<file path="src/hdl/st_defs.svh">
//**********************************************************
// rate and count constants for the ST glue logic
//   system and MFP clock rates for the fractional divider
//   reset sequencer load value and MCU reset window
//   PSG divider length, RTC year fix
//**********************************************************

`ifndef ST_DEFS_SVH
`define ST_DEFS_SVH

// clock rates in Hz
`define ST_SYSTEM_CLOCK 32'd32_084_988 // clk_32 nominal
`define ST_MFP_CLOCK    32'd2_457_600  // MFP timer clock target

// reset sequencer, 7 bit down counter
`define ST_RESET_CNT_INIT  7'd127 // load value on xsint and ext reset
`define ST_MCU_RST_ASSERT  7'd10  // mcu reset goes low here
`define ST_MCU_RST_RELEASE 7'd8   // released below this

// sound chip enable, divide by 2**bits
`define ST_PSG_DIV_BITS 4

// year digit fix, GEMDOS counts from 1980
`define ST_RTC_YEAR_OFFSET 4'd2

`endif
</file>
<file path="src/hdl/st_pkg.sv">
//**********************************************************
// shared types for the ST glue logic
//   RTC register map enum
//   nibble and BCD time types
//   PSG, DMA sound and mixed sample types
//**********************************************************

package st_pkg;

	// RP5C15 register addresses, bank 0 view
	typedef enum logic [3:0] {
		sec_lo    = 4'h0,
		sec_hi    = 4'h1,
		min_lo    = 4'h2,
		min_hi    = 4'h3,
		hour_lo   = 4'h4,
		hour_hi   = 4'h5,
		weekday   = 4'h6,
		day_lo    = 4'h7,
		day_hi    = 4'h8,
		mon_lo    = 4'h9,
		mon_hi    = 4'ha,
		year_lo   = 4'hb,
		year_hi   = 4'hc,
		mode      = 4'hd, // bank bit lives here
		test      = 4'he,
		reset_reg = 4'hf
	} rtc_reg_e;

	typedef logic [3:0]  nibble_t;
	typedef logic [51:0] rtc_time_t;   // {wday, year, mon, day, hour, min, sec} BCD
	typedef logic [9:0]  ym_sample_t;  // unsigned, mid scale 10'h200
	typedef logic [7:0]  dma_sample_t; // unsigned, mid scale 8'h80
	typedef logic [14:0] mix_sample_t; // signed sum

endpackage

</file>
<file path="src/hdl/rtc_bus_if.sv">
//**********************************************************
// RTC register bus
//   chip select and write strobe levels, no handshake
//   host and rtc modports
//**********************************************************

`timescale 1ns/100ps

interface rtc_bus_if
	import st_pkg::*;
();
	logic     cs_n;  // low selects the RTC
	logic     wr_n;  // low with cs_n writes on the clock edge
	rtc_reg_e addr;  // register address
	nibble_t  wdata;
	nibble_t  rdata; // combinational, 4'hf when deselected

	modport host (output cs_n, wr_n, addr, wdata, input rdata);

	modport rtc (input cs_n, wr_n, addr, wdata, output rdata);

endinterface

</file>
<file path="src/hdl/st_glue_top.sv">
//**********************************************************
// ST glue logic top level
//   reset and clock enable block
//   RTC register block on its bus interface
//   audio mixer
//**********************************************************

`timescale 1ns/100ps

module st_glue_top
	import st_pkg::*;
(
	input  logic        clk_32,
	input  logic        xsint,          // system reset, active low
	input  logic        ext_reset_i,
	input  logic        cpu_reset_n_i,

	// RTC register bus
	input  logic        rtc_cs_n_i,
	input  logic        rtc_wr_n_i,
	input  rtc_reg_e    rtc_addr_i,
	input  nibble_t     rtc_wdata_i,
	input  rtc_time_t   rtc_time_i,     // from IO controller

	// sound samples
	input  ym_sample_t  ym_i,
	input  dma_sample_t dma_l_i,
	input  dma_sample_t dma_r_i,

	output logic        sys_reset_o,
	output logic        periph_reset_o,
	output logic        mcu_reset_n_o,
	output logic        mfp_clk_en_o,   // 2.4576 MHz enable
	output logic        psg_clk_en_o,   // 2 MHz enable
	output nibble_t     rtc_rdata_o,
	output mix_sample_t mix_l_o,
	output mix_sample_t mix_r_o
);

	rtc_bus_if rtc_bus ();

	// host side of the RTC bus comes straight from the pins
	assign rtc_bus.cs_n  = rtc_cs_n_i;
	assign rtc_bus.wr_n  = rtc_wr_n_i;
	assign rtc_bus.addr  = rtc_addr_i;
	assign rtc_bus.wdata = rtc_wdata_i;
	assign rtc_rdata_o   = rtc_bus.rdata;

	st_reset_clk u_reset_clk (
		.clk_32         ( clk_32         ),
		.xsint          ( xsint          ),
		.ext_reset_i    ( ext_reset_i    ),
		.cpu_reset_n_i  ( cpu_reset_n_i  ),
		.sys_reset_o    ( sys_reset_o    ),
		.periph_reset_o ( periph_reset_o ),
		.mcu_reset_n_o  ( mcu_reset_n_o  ),
		.mfp_clk_en_o   ( mfp_clk_en_o   ),
		.psg_clk_en_o   ( psg_clk_en_o   )
	);

	// bank bit follows the peripheral reset, like the other chips
	st_rtc u_rtc (
		.clk_32         ( clk_32         ),
		.xsint          ( xsint          ),
		.periph_reset_i ( periph_reset_o ),
		.time_i         ( rtc_time_i     ),
		.bus            ( rtc_bus.rtc    )
	);

	st_audio_mix u_audio (
		.ym_i    ( ym_i    ),
		.dma_l_i ( dma_l_i ),
		.dma_r_i ( dma_r_i ),
		.mix_l_o ( mix_l_o ),
		.mix_r_o ( mix_r_o )
	);

endmodule

</file>
<file path="src/hdl/st_audio_mix.sv">
//**********************************************************
// audio mixer
//   PSG and DMA sound samples to signed form
//   sign extension to 15 bits and per channel sum
//**********************************************************

`timescale 1ns/100ps

module st_audio_mix
	import st_pkg::*;
(
	input  ym_sample_t  ym_i,    // PSG, same on both sides
	input  dma_sample_t dma_l_i,
	input  dma_sample_t dma_r_i,
	output mix_sample_t mix_l_o,
	output mix_sample_t mix_r_o
);

	ym_sample_t  ym_s;     // two's complement
	dma_sample_t dma_l_s;
	dma_sample_t dma_r_s;
	mix_sample_t ym_w;     // widened
	mix_sample_t dma_l_w;
	mix_sample_t dma_r_w;

	// sign, value, then top bits repeated to fill the low end
	function automatic mix_sample_t widen_dma(input dma_sample_t s);
		widen_dma = {s[7], s, s[7:2]};
	endfunction

	// offset binary to signed
	assign ym_s    = ym_i - 10'h200;
	assign dma_l_s = dma_l_i - 8'h80;
	assign dma_r_s = dma_r_i - 8'h80;

	assign ym_w    = {ym_s[9], ym_s, ym_s[9:6]};
	assign dma_l_w = widen_dma(dma_l_s);
	assign dma_r_w = widen_dma(dma_r_s);

	// wraps at 15 bits, no clipping
	assign mix_l_o = ym_w + dma_l_w;
	assign mix_r_o = ym_w + dma_r_w;

endmodule

</file>
<file path="src/hdl/st_rtc.sv">
//**********************************************************
// RP5C15 style real-time clock registers
//   bank 0 decode of the BCD time from the IO controller
//   mode, test and reset registers
//   bank 1 scratch nibble memory
//**********************************************************

`timescale 1ns/100ps
`include "st_defs.svh"

module st_rtc
	import st_pkg::*;
(
	input  logic      clk_32,
	input  logic      xsint,
	input  logic      periph_reset_i, // clears bank select
	input  rtc_time_t time_i,         // zero means no valid time
	rtc_bus_if.rtc    bus
);

	logic    bank;          // 0 clock or 1 scratch
	logic    wr_en;
	nibble_t time_nib;      // bank 0 view
	nibble_t scratch [16];  // bank 1 nibbles

	assign wr_en = ~bus.cs_n & ~bus.wr_n & ~periph_reset_i;

	// bank bit written through the mode register
	always_ff @(posedge clk_32 or negedge xsint) begin
		if (!xsint) begin
			bank <= 1'b0;
		end else if (periph_reset_i) begin
			bank <= 1'b0;
		end else if (wr_en && bus.addr == mode) begin
			bank <= bus.wdata[0];
		end
	end

	// every other address lands in scratch memory
	always_ff @(posedge clk_32) begin
		if (wr_en && bus.addr != mode)
			scratch[bus.addr] <= bus.wdata;
	end

	// clock digits
	always_comb begin
		case (bus.addr)
			sec_lo:  time_nib = time_i[3:0];
			sec_hi:  time_nib = time_i[7:4];
			min_lo:  time_nib = time_i[11:8];
			min_hi:  time_nib = time_i[15:12];
			hour_lo: time_nib = time_i[19:16];
			hour_hi: time_nib = time_i[23:20];
			weekday: time_nib = time_i[51:48]; // top nibble of the packed time
			day_lo:  time_nib = time_i[27:24];
			day_hi:  time_nib = time_i[31:28];
			mon_lo:  time_nib = time_i[35:32];
			mon_hi:  time_nib = time_i[39:36];
			year_lo: time_nib = time_i[43:40] + `ST_RTC_YEAR_OFFSET; // 1980 epoch
			year_hi: time_nib = time_i[47:44];
			default: time_nib = 4'hf; // control regs decoded below
		endcase
	end

	// zero latency read mux
	always_comb begin
		if (bus.cs_n) begin
			bus.rdata = 4'hf; // idle bus
		end else if (time_i == '0) begin
			bus.rdata = 4'hf; // no time from IO controller hides the chip
		end else begin
			case (bus.addr)
				mode:      bus.rdata = {1'b1, 2'b00, bank};
				test:      bus.rdata = 4'h0;
				reset_reg: bus.rdata = 4'hc;
				default:   bus.rdata = bank ? scratch[bus.addr] : time_nib;
			endcase
		end
	end

endmodule

</file>
<file path="src/hdl/st_reset_clk.sv">
//**********************************************************
// reset sequencer and clock enables
//   system, peripheral and MCU reset from a down counter
//   fractional 2.4576 MHz MFP clock enable
//   divide by 16 PSG clock enable
//**********************************************************

`timescale 1ns/100ps
`include "st_defs.svh"

module st_reset_clk (
	input  logic clk_32,
	input  logic xsint,          // async system reset, active low
	input  logic ext_reset_i,    // restarts the sequence
	input  logic cpu_reset_n_i,  // 68000 RESET instruction output
	output logic sys_reset_o,
	output logic periph_reset_o,
	output logic mcu_reset_n_o,
	output logic mfp_clk_en_o,
	output logic psg_clk_en_o
);

	logic [6:0]                  reset_cnt;
	logic                        cpu_reset_n_d; // for falling edge detect
	logic [31:0]                 mfp_acc;
	logic [`ST_PSG_DIV_BITS-1:0] psg_div;

	// down counter, stops at zero
	always_ff @(posedge clk_32 or negedge xsint) begin
		if (!xsint) begin
			reset_cnt <= `ST_RESET_CNT_INIT;
		end else begin
			if (ext_reset_i)
				reset_cnt <= `ST_RESET_CNT_INIT; // hold while ext reset is high
			else if (reset_cnt != 7'd0)
				reset_cnt <= reset_cnt - 7'd1;
		end
	end

	// reset outputs follow the counter compare points
	always_ff @(posedge clk_32 or negedge xsint) begin
		if (!xsint) begin
			sys_reset_o    <= 1'b1;
			periph_reset_o <= 1'b1;
			mcu_reset_n_o  <= 1'b1;
			cpu_reset_n_d  <= 1'b1;
		end else begin
			cpu_reset_n_d  <= cpu_reset_n_i;
			sys_reset_o    <= (reset_cnt != 7'd0);
			periph_reset_o <= sys_reset_o | ~cpu_reset_n_i; // one more cycle of lag

			// MCU sees only a short window, its clocks keep the RAM going
			if (reset_cnt == `ST_MCU_RST_ASSERT)
				mcu_reset_n_o <= 1'b0;
			else if (reset_cnt < `ST_MCU_RST_RELEASE)
				mcu_reset_n_o <= 1'b1;
			if (~cpu_reset_n_i & cpu_reset_n_d)
				mcu_reset_n_o <= 1'b0; // reset instruction, one cycle
		end
	end

	// fractional divider
	// accumulate MFP rate, wrap at system rate
	always_ff @(posedge clk_32 or negedge xsint) begin
		if (!xsint) begin
			mfp_acc      <= 32'd0;
			mfp_clk_en_o <= 1'b0;
		end else begin
			mfp_clk_en_o <= 1'b0;
			if (mfp_acc < `ST_SYSTEM_CLOCK) begin
				mfp_acc <= mfp_acc + `ST_MFP_CLOCK;
			end else begin
				mfp_acc      <= mfp_acc - `ST_SYSTEM_CLOCK + `ST_MFP_CLOCK;
				mfp_clk_en_o <= 1'b1; // one tick of 2.4576 MHz
			end
		end
	end

	// free running PSG divider, pulse on wrap
	always_ff @(posedge clk_32 or negedge xsint) begin
		if (!xsint) begin
			psg_div      <= '0;
			psg_clk_en_o <= 1'b0;
		end else begin
			psg_clk_en_o <= (psg_div == '0); // first pulse right after release
			psg_div      <= psg_div + 1'b1;
		end
	end

endmodule

</file>
<file path="config.mk">
export PLATFORM = sky130hd
export DESIGN_NAME = st_glue_top
export DESIGN_NICKNAME = d
export VERILOG_FILES = /design/src/hdl/st_pkg.sv /design/src/hdl/rtc_bus_if.sv /design/src/hdl/st_glue_top.sv /design/src/hdl/st_audio_mix.sv /design/src/hdl/st_rtc.sv /design/src/hdl/st_reset_clk.sv
export VERILOG_INCLUDE_DIRS = /design/src /design/src/hdl
export SDC_FILE = /design/constraint.sdc
export NUM_CORES = 1
export LEC_CHECK = 0
export ABC_AREA = 0
export BUFFER_PORTS_ARGS = -buffer_cell sky130_fd_sc_hd__buf_2
export CAP_MARGIN = 20
export CORE_MARGIN = 4
export CORE_UTILIZATION = 56
export CTS_CLUSTER_DIAMETER = 150
export DETAILED_ROUTE_END_ITERATION = 12
export PLACE_DENSITY = 0.82
export SLEW_MARGIN = 20
export SYNTH_ARGS = -nofsm -noshare
export SYNTH_HDL_FRONTEND = slang
export SYNTH_SLANG_ARGS = --single-unit
</file>
<file path="constraint.sdc">
create_clock -name clk_32 -period 3.4 [get_ports clk_32]
set_input_delay 0.68 -clock clk_32 [delete_from_list [all_inputs] [get_ports clk_32]]
set_output_delay 0.68 -clock clk_32 [all_outputs]
set_load 0.005 [all_outputs]
</file>
# == Word level (Yosys, flattened, before mapping) ==
# Memory sizes are Yosys's and may differ from the RTL's.
# Index checks and enable logic that the tools add are counted.
# W data, S select, Z words.
# word_totals
reg_bits,50
rom_bits,0
latch_bits,0
ramBits,64
mem_count,1
inputBits,92
output_inout_bits,39
elab_cells,74
# mem_list
name,words,width,read_ports,rd_ports_with_merged_regs,write_ports,line,text
u_rtc.scratch,16,4,1,0,1,st_rtc.sv:24,nibble_t scratch [16];
# classes
reduce_logical,9
addsub,11
n_bitwise,8
shift,0
mux,16
eq_ne,17
magnitude_cmp,2
mul,0
div,0
# op_table
operator,n
$add A32 B22 Y32 const B,2
$logic_not A52 Y1,1
$pmux W4 S13,1
$eq A4 B4 Y1 const B,8
$lt A32 B25 Y1 const B,1
$mux W32,1
$sub A32 B25 Y32 const B,1
$add A14 B14 Y15,2
$eq A4 B3 Y1 const B,4
$sub A8 B8 Y8 const B,2
$mux W7,2
$mux W4,3
$pmux W4 S3,1
$sub A10 B10 Y10 const B,1
$eq A4 B2 Y1 const B,2
$logic_not A4 Y1,2
$mux W1,8
$eq A7 B4 Y1 const B,1
$lt A7 B4 Y1 const B,1
$reduce_bool A7 Y1,1
$sub A7 B1 Y7 const B,1
$add A4 B1 Y4 const B,1
$add A4 B2 Y4 const B,1
$eq A4 B1 Y1 const B,1
7 further kinds,14

# == Depth between registers and ports, before layout ==
# depth
depth_word,6
depth_mapped,9
depth_no_buf,8

# == Cells and area by module ==
# Synthesis repeated with hierarchy kept, for this count alone.
# unflattened
hier_cells,668
area_unflattened_um2,7094.3
# by_module_without_submodules
mod,instances,cells_per_inst,area_per_inst_um2,seq_area_each_um2
st_rtc,1,248,3329.4,1886.8
st_reset_clk,1,233,2403.6,1189.9
st_audio_mix,1,187,1361.3,0.0

# == Worst setup path before layout ==
# No wires, ideal clock.
# synth_timing
kind,in2out
start,in rtc_addr_i[0]
end,out rtc_rdata_o[1]
n_path_buf,2
t_required_ns,2.720
path_stages,6
arrival_ns,2.403
slack_ns,0.317
cell_sequence,buf_2 buf_2 mux4_2 mux4_2 a31oi_1 o21ai_0
# synth_between
elab_chain_len,6
elab_cells_between_ends,22
classes_between,eq/ne (15); mux (5); reduce/logical (1); memory (1)
# synth_rtl
item,line,text
from (decl),st_glue_top.sv:21,"input rtc_reg_e rtc_addr_i,"
$eq A4 B4 Y1 (tied with other cells),st_rtc.sv:47,case (bus.addr)
$pmux W4 S13,st_rtc.sv:47,
$mux W4,st_rtc.sv:76,default: bus.rdata = bank ? scratch[bus.addr] : time_nib;
$pmux W4 S3 *,st_rtc.sv:72,case (bus.addr)
$mux W4 *,st_rtc.sv:69,end else if (time_i == '0) begin
$mux W4 *,st_rtc.sv:67,if (bus.cs_n) begin
to (decl),st_glue_top.sv:35,"output nibble_t rtc_rdata_o,"
# Mark *: on every way between the ends. The rest lies on a longest branch, timed or not.

# == Final worst setup path ==
# layout_timing
start,in ym_i[6]
end,out mix_r_o[14]
# layout_between
elab_chain_len,2
# layout_rtl
item,line,text
from (decl),st_glue_top.sv:26,"input ym_sample_t ym_i,"
$sub A10 B10 Y10,st_audio_mix.sv:32,assign ym_s = ym_i - 10'h200;
$add A14 B14 Y15,st_audio_mix.sv:42,assign mix_r_o = ym_w + dma_r_w;
to (decl),st_glue_top.sv:37,output mix_sample_t mix_r_o
# No other way between the ends.

==> flow_results.xml <==
<?xml version="1.0" encoding="UTF-8"?>
<metrics>
  <group name="outcome">
    <metric name="outcome" unit="">complete, no violations</metric>
  </group>
  <group name="final_layout">
    <metric name="area_growth_syn_to_layout" unit="%">20.71</metric>
    <metric name="multi_input_area" unit="mm^2">0.003575</metric>
    <metric name="final.fill_count" unit="">880</metric>
    <metric name="proportion_of_layout_cells_with_a_drive_suffix_above_1" unit="%">30.51</metric>
    <metric name="postLayoutCoreUtil" unit="%">68.96</metric>
    <metric name="fin_nets" unit="">905</metric>
    <metric name="layout.cells.non_filler" unit="">927</metric>
    <metric name="antenna-diode-count" unit="">0</metric>
    <metric name="layout.area.seq" unit="mm^2">0.003137</metric>
  </group>
  <group name="yosys">
    <metric name="synth_largest_area_cell" unit="">sky130_fd_sc_hd__edfxtp_1</metric>
    <metric name="portion_of_synthesized_cell_area_occupied_by_the_leading_cell_type" unit="%">28.01</metric>
    <metric name="synth-adder-area-share" unit="%">7.148</metric>
    <metric name="synth-seq-cells" unit="">112</metric>
    <metric name="synth_simple_gate_area_share" unit="%">14.92</metric>
    <metric name="avgSynthCellArea" unit="um^2">11.03</metric>
    <metric name="area_fraction_in_compound_gates_after_synthesis" unit="%">13.68</metric>
    <metric name="synthXorXnorAreaFrac" unit="%">6.893</metric>
    <metric name="synth_top_family_by_area" unit="">simple AND/OR/NAND/NOR gates</metric>
    <metric name="synth-warning-count" unit="">0</metric>
    <metric name="syn-cell-area" unit="mm^2">0.006862</metric>
    <metric name="portion_of_netlist_area_occupied_by_mux_cells" unit="%">8.060</metric>
    <metric name="dominantRegCellSynth" unit="">sky130_fd_sc_hd__edfxtp_1</metric>
    <metric name="synth-seq-area-share" unit="%">45.71</metric>
    <metric name="yosys.cell_types.count" unit="">70</metric>
    <metric name="post_synth_main_area_contributors" unit="">sky130_fd_sc_hd__edfxtp_1, sky130_fd_sc_hd__dfrtp_1, sky130_fd_sc_hd__ha_1, sky130_fd_sc_hd__mux4_2, sky130_fd_sc_hd__dfstp_2</metric>
    <metric name="synth-async-reset-ratio" unit="%">42.86</metric>
    <metric name="synth-edff-count" unit="">64</metric>
    <metric name="synthCells" unit="">622</metric>
  </group>
  <group name="power">
    <metric name="max-vdd-ir-drop" unit="mV">0.2314</metric>
    <metric name="power_per_cell_area" unit="mW/mm^2">381.1</metric>
    <metric name="total_leakage_power" unit="nW">3.488</metric>
    <metric name="fin_total_pwr" unit="mW">3.156</metric>
  </group>
  <group name="sta">
    <metric name="worst-slew-pin-transition" unit="ps">779.6</metric>
    <metric name="final_min_period_over_clock_period" unit="%">98.51</metric>
    <metric name="finalWorstSetupSlack" unit="ps">50.65</metric>
    <metric name="maxSlewHeadroom" unit="%">47.55</metric>
    <metric name="hold_violations" unit="">0</metric>
    <metric name="final_period_minus_worst_setup_slack" unit="ps">3349</metric>
    <metric name="fmax" unit="GHz">0.2986</metric>
    <metric name="final-max-slew-violation-count" unit="">0</metric>
    <metric name="finalSetupViolations" unit="">0</metric>
    <metric name="rsz_0062_raised_after_global_routing" unit="">yes</metric>
    <metric name="finalHoldWorstSlack" unit="ps">328.2</metric>
    <metric name="fin_skew" unit="ps">8.999</metric>
  </group>
  <group name="route">
    <metric name="wl_per_cell" unit="um">18.79</metric>
    <metric name="vias" unit="">5697</metric>
    <metric name="route.final.wire_length" unit="mm">17.42</metric>
    <metric name="dr.pass1.iters" unit="">5</metric>
    <metric name="detailedRoute.firstIterationViolations" unit="">450</metric>
    <metric name="antenna_violating_nets_post_route" unit="">0</metric>
    <metric name="drc" unit="">0</metric>
    <metric name="vias_per_cell" unit="">6.146</metric>
  </group>
  <group name="die">
    <metric name="core_area" unit="mm^2">0.01201</metric>
    <metric name="dieArea" unit="mm^2">0.01409</metric>
    <metric name="die_width" unit="um">118.7</metric>
    <metric name="effective_utilization_at_floorplan" unit="%">57.13</metric>
    <metric name="placement_rows" unit="">40</metric>
    <metric name="ioPinCount" unit="">131</metric>
    <metric name="die_y" unit="um">118.7</metric>
  </group>
  <group name="setup_path">
    <metric name="timing.critical_path.slowest_cell_delay" unit="ps">360</metric>
    <metric name="classification_of_the_worst_setup_path" unit="">in2out</metric>
    <metric name="crit_path_top_delay_cell" unit="">sky130_fd_sc_hd__fa_2</metric>
    <metric name="timing.critical_path.arrival" unit="ps">2670</metric>
    <metric name="critPathMostFrequentCell" unit="">sky130_fd_sc_hd__buf_2</metric>
    <metric name="timing.critical_path.to_type" unit="">output port</metric>
    <metric name="worst_ep_required_time" unit="ps">2720</metric>
    <metric name="critPathLaunchType" unit="">input pin</metric>
    <metric name="critPathMaxFanout" unit="">4</metric>
    <metric name="timing.critical_path.cells" unit="">buf_2, ha_1, fa_2, a211oi_2, o21ai_1, a21oi_2, o2111ai_2, and3_1, o22ai_1, buf_2</metric>
    <metric name="reg2reg_slack" unit="ps">730</metric>
  </group>
  <group name="grt">
    <metric name="globalRouteTotalUtil" unit="%">24.59</metric>
    <metric name="global_route.overflow_total" unit="">0</metric>
    <metric name="first_global_vias" unit="">5700</metric>
    <metric name="grt_pass1_wl" unit="mm">28.10</metric>
    <metric name="grt_max_degree" unit="">49</metric>
    <metric name="antenna_found_initial" unit="">0</metric>
  </group>
  <group name="clock_tree">
    <metric name="cts_hold_buf" unit="">0</metric>
    <metric name="clkLatencyLatePin" unit="ps">350</metric>
    <metric name="maximum_level_of_the_cts_h_tree" unit="">3</metric>
    <metric name="ctsLongestPathBuffers" unit="">2</metric>
    <metric name="cts_tree" unit="">done</metric>
    <metric name="cts_inserted_buffers" unit="">9</metric>
    <metric name="clkTransAtPathRegs" unit="ps">80</metric>
    <metric name="clkSinkCount" unit="">112</metric>
    <metric name="root_buffer" unit="">sky130_fd_sc_hd__clkbuf_16</metric>
  </group>
  <group name="place">
    <metric name="hpwlAfterDp" unit="mm">13.27</metric>
    <metric name="dpl_worst_slack" unit="ps">-23.00</metric>
    <metric name="port_buffers" unit="">130</metric>
    <metric name="globalplace.congestion" unit="">1.015</metric>
    <metric name="dp_cells" unit="">908</metric>
  </group>
  <group name="run">
    <metric name="max_cap_violations" unit="">0</metric>
  </group>
  <group name="hold_path">
    <metric name="hold_class" unit="">in2async</metric>
  </group>
</metrics>
==> sequential cells by signal (all words and copies together), names as in the netlist <==
name	count
u_reset_clk.cpu_reset_n_d	1
u_reset_clk.mcu_reset_n_o	1
u_reset_clk.mfp_acc	30
u_reset_clk.mfp_clk_en_o	1
u_reset_clk.periph_reset_o	1
u_reset_clk.psg_clk_en_o	1
u_reset_clk.psg_div	4
u_reset_clk.reset_cnt	7
u_reset_clk.sys_reset_o	1
u_rtc.bank	1
u_rtc.scratch	64
==> synth_stat cells, types with 3 or more instances <==
master / instances
sky130_fd_sc_hd__buf_1: 3
sky130_fd_sc_hd__nand3b_1: 8
sky130_fd_sc_hd__o21ai_0: 26
sky130_fd_sc_hd__nor3b_1: 5
sky130_fd_sc_hd__or4_1: 3
sky130_fd_sc_hd__nand4_1: 9
sky130_fd_sc_hd__xor2_1: 22
sky130_fd_sc_hd__nand2b_1: 12
sky130_fd_sc_hd__nor2_1: 36
sky130_fd_sc_hd__a211oi_1: 6
sky130_fd_sc_hd__nand2_1: 38
sky130_fd_sc_hd__a211o_1: 3
sky130_fd_sc_hd__ha_1: 36
sky130_fd_sc_hd__dfstp_2: 11
sky130_fd_sc_hd__o22ai_1: 5
sky130_fd_sc_hd__o21a_1: 10
sky130_fd_sc_hd__a21oi_1: 36
sky130_fd_sc_hd__dfrtp_1: 37
sky130_fd_sc_hd__o31ai_1: 5
sky130_fd_sc_hd__nor3_1: 8
sky130_fd_sc_hd__nor2b_1: 7
sky130_fd_sc_hd__o21bai_1: 5
sky130_fd_sc_hd__and3_1: 6
sky130_fd_sc_hd__nor4_1: 19
sky130_fd_sc_hd__xnor2_1: 32
sky130_fd_sc_hd__mux2i_1: 8
sky130_fd_sc_hd__buf_2: 5
sky130_fd_sc_hd__o311ai_0: 3
sky130_fd_sc_hd__nand3_1: 17
sky130_fd_sc_hd__a21o_1: 10
sky130_fd_sc_hd__inv_1: 33
sky130_fd_sc_hd__edfxtp_1: 64
sky130_fd_sc_hd__o211ai_1: 3
sky130_fd_sc_hd__a31oi_1: 8
sky130_fd_sc_hd__and2_1: 3
sky130_fd_sc_hd__o2111ai_1: 3
sky130_fd_sc_hd__clkbuf_1: 14
sky130_fd_sc_hd__mux4_2: 20
==> metrics by stage <==
step / instance area (um^2) / TNS (ps)
finish: 8283 / 0
global route: 8283 / -105.1
CTS: 8174 / 0
detailed placement: 7855 / -24.35
global placement: 7855 / 0
floorplan: 6873 / 0
==> where the power goes <==
group	total, mW	switching [mW]	internal (mW)	leakage, nW
registers	1.45	0.00413	1.45	1.16
logic	0.620	0.324	0.296	2.17
clock network	1.08	0.488	0.596	0.159
==> cell usage in the layout, fill, tap and decap left out, types with 11 or more instances in the layout <==
| cell | Yosys | routed |
|---|---|---|
| sky130_fd_sc_hd__buf_2 | 5 | 128 |
| sky130_fd_sc_hd__edfxtp_1 | 64 | 64 |
| sky130_fd_sc_hd__nand2_1 | 38 | 38 |
| sky130_fd_sc_hd__dfrtp_1 | 37 | 37 |
| sky130_fd_sc_hd__nor2_1 | 36 | 36 |
| sky130_fd_sc_hd__ha_1 | 36 | 34 |
| sky130_fd_sc_hd__inv_1 | 33 | 33 |
| sky130_fd_sc_hd__a21oi_1 | 36 | 33 |
| sky130_fd_sc_hd__xnor2_1 | 32 | 32 |
| sky130_fd_sc_hd__buf_4 | 0 | 31 |
| sky130_fd_sc_hd__o21ai_0 | 26 | 24 |
| sky130_fd_sc_hd__xor2_1 | 22 | 22 |
| sky130_fd_sc_hd__mux4_2 | 20 | 20 |
| sky130_fd_sc_hd__nor4_1 | 19 | 19 |
| sky130_fd_sc_hd__nand3_1 | 17 | 17 |
| sky130_fd_sc_hd__nand2b_1 | 12 | 11 |
| sky130_fd_sc_hd__clkbuf_16 | 0 | 11 |
| sky130_fd_sc_hd__dfstp_2 | 11 | 11 |
==> path summary, 6_finish.rpt <==
check / startpoint / endpoint / cells after the start
min in group clk_32: cpu_reset_n_i / u_reset_clk.cpu_reset_n_d / 1
worst max register to register: u_reset_clk.mfp_acc[26] / u_reset_clk.mfp_acc[17] / 7
worst min register to register: u_reset_clk.psg_div[3] / u_reset_clk.psg_clk_en_o / 1
worst min-delay path: xsint / u_reset_clk.psg_clk_en_o / 1
max in group asynchronous: xsint / u_reset_clk.mfp_acc[24] / 1
worst max-delay path: ym_i[6] / mix_r_o[14] / 10
==> critical path, delay by kind of cell <==
kind,cells,cell delay (ps)
compound gates,5,910
fa+ha+maj,2,600
buf+inv,2,280
simple gates,1,210
==> kinds of logic after synthesis <==
| family | after synthesis |
|---|---|
| muxes | 30 |
| buffers and inverters | 58 |
| DFF | 112 |
| and+or+nand+nor | 187 |
| adders and majority gates | 38 |
| xor gates and xnor gates | 54 |
| AOI/OAI and AO/OA | 142 |
| other | 1 |
==> layout make-up <==
class,instances,share of cell area (%)
inverters,34,1.541
clock inverters,5,0.4834
well taps,147,2.221
repair buffers,163,11.40
multi-input cells,455,43.16
flip-flops and latches,112,37.87
clock buffers,11,3.323
==> timing repair <==
action | CTS | global route
setup buffers | 0 | 3
resized for setup | 1 | 19
pin swaps | 1 | 6
endpoints found under the setup margin | 2 | 11
==> per-layer routing <==
layer / up-vias / GRT usage (%) / share of wire, %
met3: 39 / 4.641 / 7.5
met5: - / 0 / 0
met2: 301 / 41.85 / 49
li1: 2647 / - / -
met1: 2710 / 30.30 / 40
met4: 0 / 11.44 / 3.2
No activity file was read; power rests on OpenSTA's default activity.
